## src/test/prog.hex

```
// one 16-bit instruction word per line
// opcode in bits 15:11, operand in bits 10:0
1923 // ldi 0x123
0810 // sto [0x010]
1FFB // ldi -5
0811 // sto [0x011]
2BFF // addi 0x3ff, carries past 16 bits
2010 // add [0x010]
3011 // sub [0x011]
3C00 // subi -1024
0FFF // sto [0x7ff]
1C00 // ldi -1024
2C00 // addi -1024, wraps
37FF // sub [0x7ff]
1010 // ld [0x010]
1011 // ld [0x011]
17FF // ld [0x7ff]
27FF // add [0x7ff]
27FF // add [0x7ff]
3801 // subi 1
0810 // sto [0x010] over the old value
1800 // ldi 0
1010 // ld [0x010]
2020 // add [0x020] never written
3BFF // subi 0x3ff
0000 // hlt

```

## src/hw/bip_pkg.sv

```systemverilog
`default_nettype none

package bip_pkg;

   localparam int NB_BITS       = 16;     // data and instruction word
   localparam int NB_OPCODE     = 5;      // top field of the instruction
   localparam int NB_OPERAND    = 11;     // address or immediate

   localparam int INS_MEM_DEPTH = 2048;
   localparam int DTA_MEM_DEPTH = 2048;
   localparam int NB_INS_ADDR   = 11;     // program counter width
   localparam int NB_DTA_ADDR   = 11;

   // program image, shared with the testbench model
   localparam string PROG_FILE  = "/design/src/test/prog.hex";

   typedef enum logic [NB_OPCODE-1:0] {
      HLT  = 5'd0,                        // stop the machine
      STO  = 5'd1,                        // mem[op] = acc
      LD   = 5'd2,                        // acc = mem[op]
      LDI  = 5'd3,                        // acc = sext(op)
      ADD  = 5'd4,                        // acc = acc + mem[op]
      ADDI = 5'd5,                        // acc = acc + sext(op)
      SUB  = 5'd6,                        // acc = acc - mem[op]
      SUBI = 5'd7                         // acc = acc - sext(op)
   } opcode_e;

   typedef enum logic [1:0] {
      SEL_A_MEM = 2'd0,                   // memory read data
      SEL_A_IMM = 2'd1,                   // sign-extended immediate
      SEL_A_ALU = 2'd2                    // adder result
   } sel_a_e;

   typedef enum logic {
      SEL_B_MEM = 1'b0,
      SEL_B_IMM = 1'b1
   } sel_b_e;

   typedef enum logic {
      ALU_ADD = 1'b0,
      ALU_SUB = 1'b1
   } alu_op_e;

endpackage

`default_nettype wire

```

## src/hw/bip_ifs.sv

```systemverilog
`timescale 1ns/1ps
`default_nettype none

// decoded controls from the control unit into the datapath
interface bip_ctrl_if import bip_pkg::*; ();

   logic [NB_OPERAND-1:0] operand;        // raw operand field
   sel_a_e                sel_a;
   sel_b_e                sel_b;
   logic                  wr_acc;         // accumulator load enable
   alu_op_e               alu_op;

   modport control (
      output operand, sel_a, sel_b, wr_acc, alu_op
   );

   modport datapath (
      input  operand, sel_a, sel_b, wr_acc, alu_op
   );

endinterface

// data memory bus, single cycle with no handshake
interface bip_mem_if import bip_pkg::*; ();

   logic [NB_DTA_ADDR-1:0] addr;
   logic [NB_BITS-1:0]     wdata;         // store data from acc
   logic [NB_BITS-1:0]     rdata;         // valid in the address cycle
   logic                   wr;
   logic                   rd;

   modport master (
      output addr, wdata, wr, rd,
      input  rdata
   );

   modport memory (
      input  addr, wdata, wr, rd,
      output rdata
   );

endinterface

`default_nettype wire

```

## src/hw/bip_control.sv

```systemverilog
`timescale 1ns/1ps
`default_nettype none

module bip_control import bip_pkg::*; (
   input  wire                     i_clk,
   input  wire                     i_arst_n,
   input  wire [NB_BITS-1:0]       i_instruction,
   output logic [NB_INS_ADDR-1:0]  o_addr_ins,
   output logic                    o_halt,
   bip_ctrl_if.control             ctrl,
   output logic [NB_DTA_ADDR-1:0]  o_mem_addr,
   output logic                    o_mem_wr,
   output logic                    o_mem_rd
);

   logic [NB_INS_ADDR-1:0] pc;
   logic                   halted;
   opcode_e                opcode;
   logic [NB_OPERAND-1:0]  operand;
   logic                   hlt_dec;       // current word stops the machine

   assign opcode  = opcode_e'(i_instruction[NB_BITS-1 -: NB_OPCODE]);
   assign operand = i_instruction[NB_OPERAND-1:0];

   // pc sits on the HLT word once it is reached
   always_ff @(posedge i_clk or negedge i_arst_n) begin
      if (!i_arst_n) begin
         pc     <= '0;
         halted <= 1'b0;
      end else if (!halted) begin
         if (hlt_dec) begin
            halted <= 1'b1;
         end else begin
            pc <= pc + 1'b1;
         end
      end
   end

   always_comb begin
      hlt_dec     = 1'b0;
      ctrl.sel_a  = SEL_A_ALU;
      ctrl.sel_b  = SEL_B_MEM;
      ctrl.wr_acc = 1'b0;
      ctrl.alu_op = ALU_ADD;
      o_mem_wr    = 1'b0;
      o_mem_rd    = 1'b0;
      if (!halted) begin                  // halted decode is a nop
         case (opcode)
            STO: begin
               o_mem_wr = 1'b1;
            end
            LD: begin
               o_mem_rd    = 1'b1;
               ctrl.sel_a  = SEL_A_MEM;
               ctrl.wr_acc = 1'b1;
            end
            LDI: begin
               ctrl.sel_a  = SEL_A_IMM;
               ctrl.wr_acc = 1'b1;
            end
            ADD, SUB: begin
               o_mem_rd    = 1'b1;
               ctrl.sel_b  = SEL_B_MEM;
               ctrl.wr_acc = 1'b1;
               ctrl.alu_op = (opcode == SUB) ? ALU_SUB : ALU_ADD;
            end
            ADDI, SUBI: begin
               ctrl.sel_b  = SEL_B_IMM;
               ctrl.wr_acc = 1'b1;
               ctrl.alu_op = (opcode == SUBI) ? ALU_SUB : ALU_ADD;
            end
            default: begin
               hlt_dec = 1'b1;            // HLT and unused codes
            end
         endcase
      end
   end

   assign ctrl.operand = operand;
   assign o_mem_addr   = operand;         // direct addressing only
   assign o_addr_ins   = pc;
   assign o_halt       = halted;

endmodule

`default_nettype wire

```

## src/hw/bip_datapath.sv

```systemverilog
`timescale 1ns/1ps
`default_nettype none

module bip_datapath import bip_pkg::*; (
   input  wire                 i_clk,
   input  wire                 i_arst_n,
   bip_ctrl_if.datapath        ctrl,
   input  wire [NB_BITS-1:0]   i_mem_rdata,
   output logic [NB_BITS-1:0]  o_acc
);

   logic [NB_BITS-1:0] acc;
   logic [NB_BITS-1:0] imm_ext;           // operand widened to a word
   logic [NB_BITS-1:0] op_b;
   logic [NB_BITS-1:0] alu_res;
   logic [NB_BITS-1:0] acc_next;

   assign imm_ext = {{(NB_BITS-NB_OPERAND){ctrl.operand[NB_OPERAND-1]}}, ctrl.operand};

   assign op_b = (ctrl.sel_b == SEL_B_IMM) ? imm_ext : i_mem_rdata;

   // wraps at the word width
   assign alu_res = (ctrl.alu_op == ALU_SUB) ? acc - op_b : acc + op_b;

   always_comb begin
      case (ctrl.sel_a)
         SEL_A_MEM: acc_next = i_mem_rdata;
         SEL_A_IMM: acc_next = imm_ext;
         default:   acc_next = alu_res;
      endcase
   end

   always_ff @(posedge i_clk or negedge i_arst_n) begin
      if (!i_arst_n) begin
         acc <= '0;
      end else if (ctrl.wr_acc) begin
         acc <= acc_next;
      end
   end

   assign o_acc = acc;                    // also the store data

endmodule

`default_nettype wire

```

## src/hw/bip_cpu.sv

```systemverilog
`timescale 1ns/1ps
`default_nettype none

module bip_cpu import bip_pkg::*; (
   input  wire                     i_clk,
   input  wire                     i_arst_n,
   output logic [NB_INS_ADDR-1:0]  o_addr_ins,
   input  wire [NB_BITS-1:0]       i_instruction,
   bip_mem_if.master               mem,
   output logic [NB_BITS-1:0]      o_acc,
   output logic                    o_halt
);

   bip_ctrl_if ctrl_if ();

   logic [NB_BITS-1:0] acc;

   bip_control u_control (
      .i_clk         (i_clk),
      .i_arst_n      (i_arst_n),
      .i_instruction (i_instruction),
      .o_addr_ins    (o_addr_ins),
      .o_halt        (o_halt),
      .ctrl          (ctrl_if.control),
      .o_mem_addr    (mem.addr),
      .o_mem_wr      (mem.wr),
      .o_mem_rd      (mem.rd)
   );

   bip_datapath u_datapath (
      .i_clk       (i_clk),
      .i_arst_n    (i_arst_n),
      .ctrl        (ctrl_if.datapath),
      .i_mem_rdata (mem.rdata),
      .o_acc       (acc)
   );

   assign mem.wdata = acc;                // STO writes the accumulator
   assign o_acc     = acc;

endmodule

`default_nettype wire

```

## src/flat_wrapper.sv

```systemverilog
// flat-port wrapper written by rule: the top's interface ports become plain ports
module bip_cpu_flat import bip_pkg::*;
  (i_clk, i_arst_n, o_addr_ins, i_instruction, o_acc, o_halt, mem_addr, mem_wdata, mem_wr, mem_rd, mem_rdata);
  bip_mem_if mem_i ();
  input  wire i_clk;
  input  wire i_arst_n;
  output logic [NB_INS_ADDR-1:0] o_addr_ins;
  input  wire [NB_BITS-1:0] i_instruction;
  output logic [NB_BITS-1:0] o_acc;
  output logic o_halt;
  output wire logic [$bits(mem_i.addr)-1:0] mem_addr;
  output wire logic [$bits(mem_i.wdata)-1:0] mem_wdata;
  output wire logic [$bits(mem_i.wr)-1:0] mem_wr;
  output wire logic [$bits(mem_i.rd)-1:0] mem_rd;
  input wire logic [$bits(mem_i.rdata)-1:0] mem_rdata;
  assign mem_addr = mem_i.addr;
  assign mem_wdata = mem_i.wdata;
  assign mem_wr = mem_i.wr;
  assign mem_rd = mem_i.rd;
  assign mem_i.rdata = mem_rdata;
  bip_cpu u_core (.i_clk(i_clk), .i_arst_n(i_arst_n), .o_addr_ins(o_addr_ins), .i_instruction(i_instruction), .mem(mem_i), .o_acc(o_acc), .o_halt(o_halt));
endmodule
```

## config.mk

```make
export PLATFORM = sky130hd
export DESIGN_NAME = bip_cpu_flat
export DESIGN_NICKNAME = d
export VERILOG_FILES = /design/src/hw/bip_pkg.sv /design/src/hw/bip_ifs.sv /design/src/hw/bip_control.sv /design/src/hw/bip_datapath.sv /design/src/hw/bip_cpu.sv /design/src/flat_wrapper.sv
export SDC_FILE = /design/constraint.sdc
export NUM_CORES = 1
export LEC_CHECK = 0
export BUFFER_PORTS_ARGS = -buffer_cell sky130_fd_sc_hd__buf_2
export CORE_ASPECT_RATIO = 1.5
export CORE_MARGIN = 2
export CORE_UTILIZATION = 53
export CTS_CLUSTER_DIAMETER = 40
export DETAILED_ROUTE_END_ITERATION = 16
export PLACE_DENSITY = 0.82
export SLEW_MARGIN = 20
export SYNTH_ARGS = -nofsm -noshare
export SYNTH_HDL_FRONTEND = slang
export SYNTH_SLANG_ARGS = --single-unit
```

## constraint.sdc

```tcl
create_clock -name i_clk -period 5.8 [get_ports i_clk]
set_clock_uncertainty 0.15 [all_clocks]
set_input_delay 0.58 -clock i_clk [delete_from_list [all_inputs] [get_ports i_clk]]
set_output_delay 0.58 -clock i_clk [all_outputs]
set_load 0.1 [all_outputs]
```

==> flow_results.xml <==
<?xml version="1.0" encoding="UTF-8"?>
<metrics>
  <group name="logic_synthesis">
    <metric name="synthesis.instances" unit="">370</metric>
    <metric name="seq_total_area_yosys" unit="%">23.3</metric>
    <metric name="distinct_cells_synth" unit="">57</metric>
    <metric name="synth_warnings" unit="">0</metric>
    <metric name="asyncSetResetFlopFracSynth" unit="%">100</metric>
    <metric name="post_synth.cell_area_avg" unit="um2">8.13</metric>
    <metric name="dominantRegCellSynth" unit="">sky130_fd_sc_hd__dfrtp_1</metric>
    <metric name="synth_top_cell_by_area" unit="">sky130_fd_sc_hd__dfrtp_1</metric>
    <metric name="number_of_flops_mapped_to_enable_cells_by_yosys" unit="">0</metric>
    <metric name="synth_largest_type_area_fraction" unit="%">23.3</metric>
    <metric name="mappedNetlistArea" unit="um2">3010</metric>
    <metric name="syn_nets" unit="">422</metric>
    <metric name="count_of_state_elements_after_synthesis" unit="">28</metric>
    <metric name="post_synth_main_area_contributors" unit="">sky130_fd_sc_hd__dfrtp_1 (23%), sky130_fd_sc_hd__ha_1 (7.1%), sky130_fd_sc_hd__buf_4 (7.0%)</metric>
  </group>
  <group name="placement">
    <metric name="gp_congestion" unit="">0.958</metric>
    <metric name="dp_hpwl" unit="um">6300</metric>
    <metric name="buffer_ports.inserted" unit="">90</metric>
  </group>
  <group name="floorplan">
    <metric name="io-pin-count" unit="">91</metric>
    <metric name="die_w" unit="um">65.5</metric>
    <metric name="start_util" unit="%">54.8</metric>
    <metric name="die_h" unit="um">96.2</metric>
    <metric name="core.rowCount" unit="">33</metric>
    <metric name="fp.dieArea" unit="um2">6300</metric>
    <metric name="core" unit="um2">5490</metric>
  </group>
  <group name="clock_network">
    <metric name="cts-resized-gates" unit="">0</metric>
    <metric name="hold_buffers" unit="">0</metric>
    <metric name="clkSinkCount" unit="">28</metric>
    <metric name="insertion_delay" unit="ps">290</metric>
    <metric name="clock_tree_from_tritoncts" unit="">done</metric>
    <metric name="clock_buffer_depth" unit="">2</metric>
    <metric name="clkTransAtPathRegs" unit="ps">110</metric>
    <metric name="cts_root_cell" unit="">sky130_fd_sc_hd__clkbuf_8</metric>
    <metric name="cts_made_buffers" unit="">3</metric>
    <metric name="cts.htree.levels" unit="">1</metric>
    <metric name="cts_setup_buffers" unit="">0</metric>
  </group>
  <group name="timing">
    <metric name="hold_violations" unit="">0</metric>
    <metric name="fin_crit" unit="ps">4550</metric>
    <metric name="max_slew.worst_pin.slew" unit="ps">1010</metric>
    <metric name="worst_slew_margin_rel" unit="%">32.3</metric>
    <metric name="achievable-frequency" unit="MHz">220</metric>
    <metric name="grt_setup_unrepaired" unit="">false</metric>
    <metric name="setup_viol" unit="">0</metric>
    <metric name="final_min_period_over_clock_period" unit="%">78.5</metric>
    <metric name="final-max-slew-violation-count" unit="">0</metric>
    <metric name="setup_total_negative_slack" unit="ps">0</metric>
  </group>
  <group name="final_layout">
    <metric name="nFillCells" unit="">509</metric>
    <metric name="regArea" unit="um2">701</metric>
    <metric name="multiInputGateArea" unit="um2">2020</metric>
    <metric name="areaGrowthSynthToFinish" unit="%">12.7</metric>
    <metric name="post-route-util" unit="%">61.7</metric>
    <metric name="antenna-diode-count" unit="">0</metric>
    <metric name="layout-drive-gt1-share" unit="%">26.2</metric>
    <metric name="num-nets-final" unit="">481</metric>
  </group>
  <group name="grt">
    <metric name="number_of_global_route_vias_before_repair" unit="">2878</metric>
    <metric name="grt_max_degree" unit="">30</metric>
    <metric name="track_usage" unit="%">27.0</metric>
    <metric name="grt_first_pass_wirelength" unit="um">13400</metric>
    <metric name="grt-ovfl-total" unit="">0</metric>
    <metric name="grt_antenna_before_repair" unit="">0</metric>
  </group>
  <group name="critical_path">
    <metric name="cp-end-kind" unit="">register</metric>
    <metric name="critical_path_peak_fanout" unit="">10</metric>
    <metric name="cp_data_arrival_time" unit="ps">4630</metric>
    <metric name="critPathRequiredTime" unit="ps">5870</metric>
    <metric name="worst_setup_path_start_kind" unit="">register</metric>
    <metric name="criticalPathCategory" unit="">register to register</metric>
  </group>
  <group name="status">
    <metric name="status" unit="">finished clean</metric>
  </group>
  <group name="route">
    <metric name="vias" unit="">2991</metric>
    <metric name="drtPass1Iterations" unit="">4</metric>
    <metric name="wl_per_cell" unit="um">16.7</metric>
    <metric name="drt_drc_violations_left" unit="">0</metric>
    <metric name="wl" unit="um">8330</metric>
    <metric name="ant_nets" unit="">0</metric>
    <metric name="number_of_design_rule_violations_left_by_the_first_detailed_router_iteration" unit="">196</metric>
    <metric name="viasPerCell" unit="">6.01</metric>
  </group>
  <group name="power_and_ir_drop">
    <metric name="max-vdd-ir-drop" unit="mV">0.113</metric>
    <metric name="leakage" unit="nW">1.66</metric>
    <metric name="power.density" unit="nW/um2">210</metric>
  </group>
  <group name="job">
    <metric name="drv.max_cap_violation_count" unit="">0</metric>
  </group>
  <group name="hold_path">
    <metric name="holdCritPathClass" unit="">input pin to asynchronous set/reset pin</metric>
  </group>
</metrics>
## placed cells by master, fill, tap and decap left out, drive strengths merged, types with 8 or more instances in the layout
cell type | synthesis | routed
a21oi | 41 | 41
buf | 32 | 94
dfrtp | 28 | 28
ha | 17 | 17
inv | 8 | 8
mux2i | 18 | 18
nand2 | 35 | 35
nand4 | 8 | 8
nor2 | 34 | 34
nor3 | 8 | 8
o21ai | 24 | 24
xnor2 | 15 | 15
xor2 | 18 | 18
## kinds of logic (layout without fill, tap and decap cells)
| family | Yosys count | in the layout | synth area share (%) |
|---|---|---|---|
| simple gates | 120 | 120 | 20.5 |
| compound gates | 101 | 101 | 21.5 |
| buf+inv | 48 | 106 | 9.82 |
| xor+xnor | 33 | 33 | 9.61 |
| flops | 28 | 28 | 23.3 |
| mux | 22 | 22 | 7.49 |
| fa+ha+maj | 18 | 18 | 7.74 |
## cells in the mapped netlist, types with 5 or more instances
cell	instances
sky130_fd_sc_hd__a21oi_1	41
sky130_fd_sc_hd__nand2_1	35
sky130_fd_sc_hd__nor2_1	33
sky130_fd_sc_hd__buf_4	28
sky130_fd_sc_hd__dfrtp_1	28
sky130_fd_sc_hd__o21ai_0	24
sky130_fd_sc_hd__mux2i_1	18
sky130_fd_sc_hd__xor2_1	18
sky130_fd_sc_hd__ha_1	17
sky130_fd_sc_hd__xnor2_1	15
sky130_fd_sc_hd__clkbuf_1	8
sky130_fd_sc_hd__inv_1	8
sky130_fd_sc_hd__nand4_1	8
sky130_fd_sc_hd__nor3_1	8
sky130_fd_sc_hd__nand3_1	6
sky130_fd_sc_hd__a21o_1	5
sky130_fd_sc_hd__nand2b_1	5
sky130_fd_sc_hd__o211ai_1	5
sky130_fd_sc_hd__or3_1	5
## final timing paths
check | slack [ps] | start | depth (start not counted) | endpoint
setup reg to reg | 1250 | u_core.u_control.o_halt | 14 | u_core.u_datapath.o_acc[14]
max in group asynchronous | 4880 | i_arst_n | 1 | u_core.u_datapath.o_acc[7]
min in group i_clk | 330 | u_core.u_control.o_addr_ins[10] | 1 | u_core.u_control.o_addr_ins[10]
hold reg to reg | 330 | u_core.u_control.o_addr_ins[10] | 1 | u_core.u_control.o_addr_ins[10]
setup / recovery | 1250 | u_core.u_control.o_halt | 14 | u_core.u_datapath.o_acc[14]
hold / removal | 170 | i_arst_n | 1 | u_core.u_datapath.o_acc[10]
## through the flow
step,cell area (um2),cells,hold slack [ps],total power [mW],setup slack (ps)
after detailed placement,3320,494,308,0.552,1010
after CTS,3390,498,190,0.714,1260
after global placement,3320,494,306,0.548,1150
after floorplan,3010,370,134,0.496,953
after global routing,3390,498,226,0.742,993
final,3390,498,174,0.711,1250
## power breakdown
group          switching, mW  internal (mW)
combinational          0.254         0.0825
clock                 0.0684         0.0926
sequential           0.00988          0.204
## routing by layer
metal,wire length [um],vias to the layer above,global-route usage [%]
li1,-,1424,-
met1,3270,1419,31.4
met2,4310,123,50.2
met3,499,25,2.46
met4,248,0,10.9
met5,0,-,0
## sequential cells by signal, summed over array words and instances, names as in the netlist
register                     cells
u_core.u_control.o_addr_ins     11
u_core.u_datapath.o_acc         16
u_core.u_control.o_halt          1
## worst max-delay path, stage by stage, from the launching register on
cell and delay (ps):
sky130_fd_sc_hd__dfrtp_1 440, sky130_fd_sc_hd__or4b_1 790, sky130_fd_sc_hd__nor2_2 250, sky130_fd_sc_hd__mux2i_1 260, sky130_fd_sc_hd__ha_1 340, sky130_fd_sc_hd__nor2_1 100
sky130_fd_sc_hd__xor2_1 180, sky130_fd_sc_hd__ha_1 360, sky130_fd_sc_hd__nor2b_1 200, sky130_fd_sc_hd__o2111ai_1 150, sky130_fd_sc_hd__a21boi_1 260, sky130_fd_sc_hd__nand4_1 180
sky130_fd_sc_hd__a311o_1 350, sky130_fd_sc_hd__or3_1 360, sky130_fd_sc_hd__a21oi_1 120
## final cells by class
| cell class | instances | area share, % |
|---|---|---|
| Clock buffer | 3 | 1.22 |
| Clock inverter | 1 | 0.887 |
| Inverter | 8 | 0.887 |
| Multi-Input combinational cell | 294 | 59.5 |
| Sequential cell | 28 | 20.7 |
| Tap cell | 70 | 2.59 |
| Timing Repair Buffer | 94 | 14.2 |
Power figures use the tool's default switching activity.
